`config.mk`:
```
export PLATFORM = sky130hd
export DESIGN_NAME = switch_core
export DESIGN_NICKNAME = d
export VERILOG_FILES = /design/src/common/switch_pkg.sv /design/src/logic/switch_core.sv /design/src/orchestrator/frame_forwarder.sv /design/src/orchestrator/frame_decoder.sv /design/src/cam/cam_table.sv
export VERILOG_INCLUDE_DIRS = /design/src /design/src/common
export SDC_FILE = /design/constraint.sdc
export NUM_CORES = 2
export LEC_CHECK = 0
export BUFFER_PORTS_ARGS = -buffer_cell sky130_fd_sc_hd__buf_2
export CAP_MARGIN = 20
export CELL_PAD_IN_SITES_DETAIL_PLACEMENT = 1
export CELL_PAD_IN_SITES_GLOBAL_PLACEMENT = 1
export CORE_MARGIN = 2
export CORE_UTILIZATION = 45
export CTS_BUF_LIST = sky130_fd_sc_hd__clkbuf_4
export DETAILED_ROUTE_END_ITERATION = 10
export GPL_ROUTABILITY_DRIVEN = 0
export GPL_TIMING_DRIVEN = 0
export HOLD_SLACK_MARGIN = 0.1
export PLACE_DENSITY = 0.66
export SYNTH_ARGS = -nofsm -noshare
export SYNTH_HDL_FRONTEND = slang
export SYNTH_SLANG_ARGS = --single-unit
export TNS_END_PERCENT = 50
```
`constraint.sdc`:
```
create_clock -name clock -period 9 [get_ports clock]
set_clock_uncertainty 0.05 [all_clocks]
set_input_delay 0.45 -clock clock [delete_from_list [all_inputs] [get_ports clock]]
set_output_delay 0.45 -clock clock [all_outputs]
set_load 0.05 [all_outputs]
```
`src/common/switch_consts.svh`:
```
`ifndef SWITCH_CONSTS_SVH
`define SWITCH_CONSTS_SVH

// Port count of the forwarding core
`define SW_PORTS        4

// Learned MAC entries
`define SW_CAM_DEPTH    16

// Bytes held by one frame slot
`define SW_SLOT_BYTES   64

// Two MAC addresses plus ethertype
`define SW_MIN_FRAME    14

`endif
```
`src/common/switch_pkg.sv`:
```
`default_nettype none

`include "switch_consts.svh"

package switch_pkg;

    // Byte lane whose bit 8 flags the last byte of a frame
    typedef logic [8:0]                             lane_t;
    typedef logic [47:0]                            mac_t;
    typedef logic [$clog2(`SW_PORTS)-1:0]           port_idx_t;
    typedef logic [`SW_PORTS-1:0]                   port_mask_t;
    typedef logic [$clog2(`SW_CAM_DEPTH)-1:0]       cam_idx_t;
    typedef logic                                   slot_idx_t;
    typedef logic [$clog2(`SW_SLOT_BYTES)-1:0]      slot_addr_t;

    typedef enum logic [1:0] {
        dec_idle,
        dec_receive,
        dec_discard,
        dec_lookup
    } decoder_state_t;

    typedef enum logic {
        fwd_idle,
        fwd_send
    } forwarder_state_t;

endpackage

`default_nettype wire

```
`src/logic/switch_core.sv`:
```
`timescale 1ns/10ps
`default_nettype none

`include "switch_consts.svh"

module switch_core (
    input  wire                                         clock,
    input  wire                                         rst_n,
    input  wire switch_pkg::lane_t [`SW_PORTS-1:0]      port_receive_data,
    input  wire switch_pkg::port_mask_t                 port_receive_valid,
    output wire switch_pkg::port_mask_t                 port_receive_ready,
    output wire switch_pkg::lane_t                      port_transmit_data,
    output wire switch_pkg::port_mask_t                 port_transmit_valid
);

wire                            lookup_valid;
wire    switch_pkg::mac_t       source_mac;
wire    switch_pkg::mac_t       dest_mac;
wire    switch_pkg::port_idx_t  source_port;
wire                            slot_valid;
wire    switch_pkg::slot_idx_t  slot_index;
wire    switch_pkg::slot_addr_t slot_length;
wire    switch_pkg::lane_t      slot_read_data;
wire    switch_pkg::slot_addr_t slot_read_address;
wire    switch_pkg::slot_idx_t  slot_read_index;
wire                            slot_release;
wire                            match_valid;
wire                            hit;
wire    switch_pkg::port_idx_t  match_port;

frame_decoder frame_decoder (
    .clock              (clock),
    .rst_n              (rst_n),
    .port_receive_data  (port_receive_data),
    .port_receive_valid (port_receive_valid),
    .slot_read_address  (slot_read_address),
    .slot_read_index    (slot_read_index),
    .slot_release       (slot_release),
    .port_receive_ready (port_receive_ready),
    .lookup_valid       (lookup_valid),
    .source_mac         (source_mac),
    .dest_mac           (dest_mac),
    .source_port        (source_port),
    .slot_valid         (slot_valid),
    .slot_index         (slot_index),
    .slot_length        (slot_length),
    .slot_read_data     (slot_read_data)
);

cam_table cam_table (
    .clock          (clock),
    .rst_n          (rst_n),
    .lookup_valid   (lookup_valid),
    .source_mac     (source_mac),
    .dest_mac       (dest_mac),
    .source_port    (source_port),
    .match_valid    (match_valid),
    .hit            (hit),
    .match_port     (match_port)
);

frame_forwarder frame_forwarder (
    .clock                  (clock),
    .rst_n                  (rst_n),
    .slot_valid             (slot_valid),
    .slot_index             (slot_index),
    .slot_length            (slot_length),
    .dest_mac               (dest_mac),
    .match_valid            (match_valid),
    .hit                    (hit),
    .match_port             (match_port),
    .source_port            (source_port),
    .slot_read_data         (slot_read_data),
    .slot_read_address      (slot_read_address),
    .slot_read_index        (slot_read_index),
    .slot_release           (slot_release),
    .port_transmit_data     (port_transmit_data),
    .port_transmit_valid    (port_transmit_valid)
);

endmodule

`default_nettype wire

```
`src/orchestrator/frame_forwarder.sv`:
```
`timescale 1ns/10ps
`default_nettype none

`include "switch_consts.svh"

module frame_forwarder (
    input  wire                             clock,
    input  wire                             rst_n,
    input  wire                             slot_valid,
    input  wire switch_pkg::slot_idx_t      slot_index,
    input  wire switch_pkg::slot_addr_t     slot_length,
    input  wire switch_pkg::mac_t           dest_mac,
    input  wire                             match_valid,
    input  wire                             hit,
    input  wire switch_pkg::port_idx_t      match_port,
    input  wire switch_pkg::port_idx_t      source_port,
    input  wire switch_pkg::lane_t          slot_read_data,
    output switch_pkg::slot_addr_t          slot_read_address,
    output switch_pkg::slot_idx_t           slot_read_index,
    output logic                            slot_release,
    output switch_pkg::lane_t               port_transmit_data,
    output switch_pkg::port_mask_t          port_transmit_valid
);

switch_pkg::forwarder_state_t   state;
switch_pkg::port_mask_t         flood_mask;
switch_pkg::port_mask_t         target_mask;
switch_pkg::port_mask_t         frame_mask;
switch_pkg::port_mask_t         pending_mask;
switch_pkg::port_mask_t         start_mask;
switch_pkg::slot_idx_t          pending_index;
switch_pkg::slot_idx_t          start_index;
switch_pkg::slot_addr_t         pending_length;
switch_pkg::slot_addr_t         start_length;
switch_pkg::slot_addr_t         last_address;
logic                           take;
logic                           pending_valid;
logic                           start_from_pending;
logic                           start_from_input;
logic                           start;
logic                           read_valid;

//////////////////////////////////////////////////
// Forwarding decision

assign flood_mask = ~(switch_pkg::port_mask_t'(1) << source_port);

always_comb begin
    if (dest_mac == '1 || !hit)
        target_mask = flood_mask;
    else if (match_port != source_port)
        target_mask = switch_pkg::port_mask_t'(1) << match_port;
    else
        target_mask = '0;
end

assign take = slot_valid && match_valid;

// Second slot waits here while the first one is streaming
assign start_from_pending = (state == switch_pkg::fwd_idle) && pending_valid;
assign start_from_input   = (state == switch_pkg::fwd_idle) && !pending_valid && take;
assign start              = start_from_pending || start_from_input;

assign start_index  = pending_valid ? pending_index  : slot_index;
assign start_length = pending_valid ? pending_length : slot_length;
assign start_mask   = pending_valid ? pending_mask   : target_mask;

//////////////////////////////////////////////////
// Stream control

always_ff @(posedge clock) begin
    if (!rst_n) begin
        state               <= switch_pkg::fwd_idle;
        pending_valid       <= 1'b0;
        slot_release        <= 1'b0;
        read_valid          <= 1'b0;
        port_transmit_valid <= '0;
    end else begin
        slot_release        <= 1'b0;
        read_valid          <= (state == switch_pkg::fwd_send);
        port_transmit_valid <= read_valid ? frame_mask : '0;
        if (take && !start_from_input)
            pending_valid <= 1'b1;
        else if (start_from_pending)
            pending_valid <= 1'b0;
        case (state)
            switch_pkg::fwd_idle: begin
                if (start) begin
                    // Empty target set means the frame is dropped
                    if (start_mask == '0)
                        slot_release <= 1'b1;
                    else
                        state <= switch_pkg::fwd_send;
                end
            end
            switch_pkg::fwd_send: begin
                if (slot_read_address == last_address) begin
                    state        <= switch_pkg::fwd_idle;
                    slot_release <= 1'b1;
                end
            end
            default: state <= switch_pkg::fwd_idle;
        endcase
    end
end

always_ff @(posedge clock) begin
    if (take && !start_from_input) begin
        pending_index  <= slot_index;
        pending_length <= slot_length;
        pending_mask   <= target_mask;
    end
    if (start) begin
        slot_read_index   <= start_index;
        last_address      <= start_length;
        frame_mask        <= start_mask;
        slot_read_address <= '0;
    end else if (state == switch_pkg::fwd_send) begin
        slot_read_address <= slot_read_address + 1'b1;
    end
    port_transmit_data <= slot_read_data;
end

endmodule

`default_nettype wire

```
`src/orchestrator/frame_decoder.sv`:
```
`timescale 1ns/10ps
`default_nettype none

`include "switch_consts.svh"

module frame_decoder (
    input  wire                                         clock,
    input  wire                                         rst_n,
    input  wire switch_pkg::lane_t [`SW_PORTS-1:0]      port_receive_data,
    input  wire switch_pkg::port_mask_t                 port_receive_valid,
    input  wire switch_pkg::slot_addr_t                 slot_read_address,
    input  wire switch_pkg::slot_idx_t                  slot_read_index,
    input  wire                                         slot_release,
    output switch_pkg::port_mask_t                      port_receive_ready,
    output logic                                        lookup_valid,
    output switch_pkg::mac_t                            source_mac,
    output switch_pkg::mac_t                            dest_mac,
    output switch_pkg::port_idx_t                       source_port,
    output logic                                        slot_valid,
    output switch_pkg::slot_idx_t                       slot_index,
    output switch_pkg::slot_addr_t                      slot_length,
    output switch_pkg::lane_t                           slot_read_data
);

switch_pkg::decoder_state_t state;
logic [1:0]                 slot_full;
switch_pkg::lane_t          slot_mem [2*`SW_SLOT_BYTES];
switch_pkg::slot_addr_t     byte_count;
switch_pkg::port_idx_t      next_port;
switch_pkg::port_idx_t      candidate;
logic                       request_found;
logic                       slot_free;
logic                       grant;
switch_pkg::slot_idx_t      free_slot;
switch_pkg::lane_t          rx_lane;
logic                       rx_active;
logic                       rx_fire;

//////////////////////////////////////////////////
// Port arbitration

// Search starts one past the previous winner
always_comb begin
    next_port = source_port;
    request_found = 1'b0;
    for (int i = 1; i <= `SW_PORTS; i++) begin
        candidate = switch_pkg::port_idx_t'(source_port + i);
        if (!request_found && port_receive_valid[candidate]) begin
            request_found = 1'b1;
            next_port = candidate;
        end
    end
end

assign slot_free = ~&slot_full;
assign free_slot = slot_full[0];
assign grant     = (state == switch_pkg::dec_idle) && slot_free && request_found;

assign rx_active    = (state == switch_pkg::dec_receive) || (state == switch_pkg::dec_discard);
assign rx_lane      = port_receive_data[source_port];
assign rx_fire      = rx_active && port_receive_valid[source_port];
assign lookup_valid = (state == switch_pkg::dec_lookup);

always_comb begin
    port_receive_ready = '0;
    if (rx_active)
        port_receive_ready[source_port] = 1'b1;
end

//////////////////////////////////////////////////
// Frame FSM

always_ff @(posedge clock) begin
    if (!rst_n) begin
        state       <= switch_pkg::dec_idle;
        slot_full   <= '0;
        slot_valid  <= 1'b0;
        source_port <= '0;
    end else begin
        slot_valid <= 1'b0;
        if (slot_release)
            slot_full[slot_read_index] <= 1'b0;
        case (state)
            switch_pkg::dec_idle: begin
                if (grant) begin
                    source_port <= next_port;
                    state       <= switch_pkg::dec_receive;
                end
            end
            switch_pkg::dec_receive: begin
                if (rx_fire) begin
                    if (rx_lane[8]) begin
                        // Runt frames never reach the table
                        if (byte_count < switch_pkg::slot_addr_t'(`SW_MIN_FRAME - 1)) begin
                            state <= switch_pkg::dec_idle;
                        end else begin
                            state <= switch_pkg::dec_lookup;
                            slot_full[slot_index] <= 1'b1;
                        end
                    end else if (byte_count == switch_pkg::slot_addr_t'(`SW_SLOT_BYTES - 1)) begin
                        state <= switch_pkg::dec_discard;
                    end
                end
            end
            switch_pkg::dec_discard: begin
                if (rx_fire && rx_lane[8])
                    state <= switch_pkg::dec_idle;
            end
            switch_pkg::dec_lookup: begin
                state      <= switch_pkg::dec_idle;
                slot_valid <= 1'b1;
            end
            default: state <= switch_pkg::dec_idle;
        endcase
    end
end

//////////////////////////////////////////////////
// Header capture and slot store

always_ff @(posedge clock) begin
    if (grant) begin
        byte_count <= '0;
        slot_index <= free_slot;
    end
    if (rx_fire && state == switch_pkg::dec_receive) begin
        if (byte_count < 6'd6)
            dest_mac <= {dest_mac[39:0], rx_lane[7:0]};
        else if (byte_count < 6'd12)
            source_mac <= {source_mac[39:0], rx_lane[7:0]};
        slot_length <= byte_count;
        byte_count  <= byte_count + 1'b1;
    end
end

always_ff @(posedge clock) begin
    if (rx_fire && state == switch_pkg::dec_receive)
        slot_mem[{slot_index, byte_count}] <= rx_lane;
    slot_read_data <= slot_mem[{slot_read_index, slot_read_address}];
end

endmodule

`default_nettype wire

```
`src/cam/cam_table.sv`:
```
`timescale 1ns/10ps
`default_nettype none

`include "switch_consts.svh"

module cam_table (
    input  wire                             clock,
    input  wire                             rst_n,
    input  wire                             lookup_valid,
    input  wire switch_pkg::mac_t           source_mac,
    input  wire switch_pkg::mac_t           dest_mac,
    input  wire switch_pkg::port_idx_t      source_port,
    output logic                            match_valid,
    output logic                            hit,
    output switch_pkg::port_idx_t           match_port
);

logic [`SW_CAM_DEPTH-1:0]   entry_valid;
switch_pkg::mac_t           entry_mac  [`SW_CAM_DEPTH];
switch_pkg::port_idx_t      entry_port [`SW_CAM_DEPTH];
switch_pkg::cam_idx_t       replace_pointer;
logic                       dest_found;
switch_pkg::port_idx_t      dest_port;
logic                       source_found;
switch_pkg::cam_idx_t       source_index;
logic                       free_found;
switch_pkg::cam_idx_t       free_index;
switch_pkg::cam_idx_t       learn_index;

//////////////////////////////////////////////////
// Parallel compare

always_comb begin
    dest_found   = 1'b0;
    dest_port    = '0;
    source_found = 1'b0;
    source_index = '0;
    free_found   = 1'b0;
    free_index   = '0;
    for (int i = 0; i < `SW_CAM_DEPTH; i++) begin
        if (!dest_found && entry_valid[i] && entry_mac[i] == dest_mac) begin
            dest_found = 1'b1;
            dest_port  = entry_port[i];
        end
        if (!source_found && entry_valid[i] && entry_mac[i] == source_mac) begin
            source_found = 1'b1;
            source_index = switch_pkg::cam_idx_t'(i);
        end
        if (!free_found && !entry_valid[i]) begin
            free_found = 1'b1;
            free_index = switch_pkg::cam_idx_t'(i);
        end
    end
end

// Known MAC first, then an empty entry, then the oldest slot
assign learn_index = source_found ? source_index :
                     free_found   ? free_index   : replace_pointer;

//////////////////////////////////////////////////
// Learn and result registers

always_ff @(posedge clock) begin
    if (!rst_n) begin
        entry_valid     <= '0;
        replace_pointer <= '0;
        match_valid     <= 1'b0;
    end else begin
        match_valid <= lookup_valid;
        if (lookup_valid) begin
            entry_valid[learn_index] <= 1'b1;
            if (!source_found && !free_found)
                replace_pointer <= replace_pointer + 1'b1;
        end
    end
end

always_ff @(posedge clock) begin
    if (lookup_valid) begin
        entry_mac[learn_index]  <= source_mac;
        entry_port[learn_index] <= source_port;
        hit                     <= dest_found;
        match_port              <= dest_port;
    end
end

endmodule

`default_nettype wire

```
==> impl_metrics.py <==
metrics = {
    "sta": {
        "fmax_mhz": 126,
        "whs_ns": 0.262,
        "setup_violations": 0,
        "slew_headroom_pct": 8.23,
        "slew_viol_final": 0,
        "finalWorstPathRequiredPeriod_ns": 7.97,
        "finalHoldViolCount": 0,
        "rsz0062_at_grt": "no",
        "post-route-period-util_pct": 88.5,
        "worstMarginPinSlew_ns": 1.38,
    },
    "critical_path": {
        "r2r_cells": 18,
        "required_ns": 10.06,
        "r2r-start": "frame_decoder.source_mac[0]",
        "crit_fanout": 10,
        "crit_start": "frame_decoder.source_mac[0]",
        "cp-start-kind": "flop",
        "crit_type": "reg -> reg",
        "end_kind": "flop",
        "arrival_ns": 9.02,
    },
    "synthesis": {
        "synth_seq_cells": 2145,
        "yosys.area.top_type_share_pct": 66.2,
        "synth_edf_count": 2086,
        "synthCells": 5646,
        "yosys_warnings": 0,
        "syn-cell-area_sq_um": 94700,
        "async_reset_ff_share_pct": 0,
        "synth_nets": 5700,
        "syn_avg_cell_area_sq_um": 16.8,
        "ys.flop_type": "edfxtp_1",
        "yosysMostFrequentCell": "edfxtp_1",
        "synth-seq-area-share_pct": 67.4,
        "synth_top_area_cell": "edfxtp_1",
        "yosys-top-cells-count": "edfxtp_1 (2086), xnor2_1 (734), xor2_1 (651), mux4_2 (389), nand4_1 (237)",
        "synth_cell_types": 79,
        "synth_area_leaders": "edfxtp_1 (66%), mux4_2 (9.3%), xnor2_1 (6.8%)",
    },
    "clocking": {
        "cts.sinks": 2145,
        "insertion_delay_ns": 1.48,
        "cts_setup_buffers": 0,
        "tritoncts": "yes",
        "cts_root_buf": "clkbuf_4",
        "clk_path_buf_depth": 4,
        "h-tree-depth": 6,
        "cts_buffers": 585,
        "path_clk_slew_ns": 0.07,
    },
    "min_path": {
        "hold_start": "port_receive_data[3]",
        "hp-class": "in -> reg",
        "hold_depth": 2,
    },
    "finish": {
        "final-seq-area_sq_um": 63800,
        "nets": 6623,
        "multi_input_area_sq_um": 29000,
        "fillers": 19900,
        "drive_above_1_share_pct": 25.9,
        "area.growth.synth_to_final_pct": 16.6,
        "finalInstanceArea_sq_um": 110000,
        "final_cells": 9788,
    },
    "pwr": {
        "peakVddDrop_mv": 0.235,
        "p_leak_nw": 35.8,
        "p_total_mw": 26.4,
        "power_density_nw_per_um2": 239,
    },
    "drt": {
        "wl_per_cell_um": 42.2,
        "drt-total-wl_um": 413000,
        "drc": 0,
        "drt_iter0_markers": 12600,
        "vias_per_cell": 6.61,
        "ant_nets": 0,
        "dr.pass1.iters": 10,
        "vias": 64700,
    },
    "grt": {
        "grt-ovfl-total": 0,
        "grt_max_degree": 94,
        "grtUsageTotal_pct": 38.0,
        "antenna_found_initial": 47,
        "busiest_layer": "met1",
        "grt_pass1_wl_um": 546000,
        "grt_util_met1_pct": 50.5,
        "met2_usage_pct": 50.3,
        "grt_use_met3_pct": 18.5,
        "grt_pass1_vias": 63400,
    },
    "place": {
        "placedCellCount": 8717,
        "io_buffer_count": 58,
        "dp_hpwl_um": 280000,
        "placed_cell_area_sq_um": 102000,
    },
    "job": {
        "cap_violations": 0,
    },
    "floorplanning": {
        "initial_core_util_pct": 45.2,
        "dieArea_sq_um": 214000,
        "num_rows": 168,
        "die_w_um": 463,
        "io_pins": 59,
        "coreArea_sq_um": 209000,
        "fp.dieH_um": 463,
    },
    "status": {
        "outcome": "finished, final reports clean",
    },
}
-- worst max-delay path, stage by stage (launching register included) --
cell and delay (ns):
edfxtp_1 1.07, buf_16 0.25, buf_2 0.57, buf_2 0.85
xnor2_1 0.18, nand4_1 0.15, nor4_1 0.07, nand4_1 0.45
o2111a_1 0.69, nand4b_1 0.46, nor3_1 0.36, a21oi_2 0.17
clkbuf_1 0.33, nor4_2 0.64, buf_4 0.34, buf_4 0.24
buf_4 0.22, buf_4 0.21, buf_4 0.18
-- where the power goes --
part / switching, mW / total [mW] / internal [mW]
sequential: 0.111 / 11.8 / 11.7
combinational: 3.73 / 5.87 / 2.15
clock: 4.31 / 8.72 / 4.40
total: 8.15 / 26.4 / 18.3
-- layer usage --
metal	part of all wire (%)	up-vias
met1	36	33000
met2	40	6130
li1	-	24000
met3	17	1482
met4	6.8	8
met5	0.051	-
-- cells by family (layout without fill, tap and decap cells) --
logic type               Yosys count  after routing  share of synthesized area [%]
buffers and inverters            447           1763                           2.09
adder cells (fa/ha/maj)           12             12                          0.159
other                              0             21                              0
XOR/XNOR                        1385           1385                           12.8
AND/OR/NAND/NOR                  959            959                           5.66
AO/OA/AOI/OAI                    274            274                           2.22
flip-flops                      2145           2145                           67.4
multiplexers                     424            424                           9.65
-- stage by stage --
stage	setup slack [ns]	TNS (ns)	utilization, %
6_report	1.03	0	52.7
5_1_grt	1.33	0	52.7
4_1_cts	1.70	0	52.6
3_5_place_dp	1.83	0	49.0
3_3_place_gp	-6.68	-2663.01	47.0
2_1_floorplan	0.444	0	-
-- area by class of cell --
cell class / count / share of cell area (%)
antenna: 21 / 0.0476
timing repair buffer: 336 / 4.54
sequential: 2145 / 57.8
clock buffer: 831 / 5.65
multi-input combinational: 3054 / 26.3
inverter: 131 / 0.445
buffer: 316 / 1.37
tap: 2805 / 3.18
clock inverter: 149 / 0.682
-- layout by cell type (no fill, tap or decap), types with 13 or more instances in the layout --
cell type / n
a21oi_1: 25
a221oi_1: 13
a22o_1: 19
and2_1: 17
and3_1: 13
buf_1: 36
buf_12: 16
buf_16: 96
buf_2: 179
buf_4: 96
buf_6: 19
buf_8: 46
clkbuf_1: 100
clkbuf_2: 21
clkbuf_4: 833
clkinv_1: 114
dfxtp_1: 59
diode_2: 21
dlygate4sd3_1: 41
edfxtp_1: 2086
inv_1: 116
inv_2: 27
mux2_2: 20
mux2i_1: 15
mux4_2: 380
nand2_1: 63
nand2b_1: 43
nand3_1: 57
nand4_1: 237
nor2_1: 194
nor2b_1: 24
nor3_1: 42
nor4_1: 202
o2111ai_1: 19
o21ai_0: 27
o221ai_1: 16
o22ai_1: 37
o2bb2ai_1: 14
xnor2_1: 734
xor2_1: 651
-- timing repair --
action / in CTS / in global routing
hold endpoints to repair: 426 / 0
hold buffers: 49 / 0
resized for setup: 0 / 0
-- state kept, by name, summed over array words and instances, names as in the netlist, 6 cells and up --
register                            cells
cam_table.entry_mac                   768
frame_decoder.slot_length               6
frame_forwarder.last_address            6
frame_decoder.slot_read_data            9
frame_forwarder.pending_length          6
cam_table.entry_port                   32
frame_decoder.dest_mac                 48
frame_decoder.source_mac               48
frame_forwarder.slot_read_address       6
cam_table.entry_valid                  16
frame_decoder.byte_count                6
frame_decoder.slot_mem               1152
frame_forwarder.port_transmit_data      9
-- final timing paths --
kind                                      endpoint  slack (ns)
max                     cam_table.entry_mac[9][31]        1.03
min                  frame_decoder.slot_mem[34][3]        0.26
max reg2reg             cam_table.entry_mac[9][31]        1.03
min reg2reg  frame_forwarder.port_transmit_data[0]        0.28
Note: power is estimated with default switching activity, not from simulation.
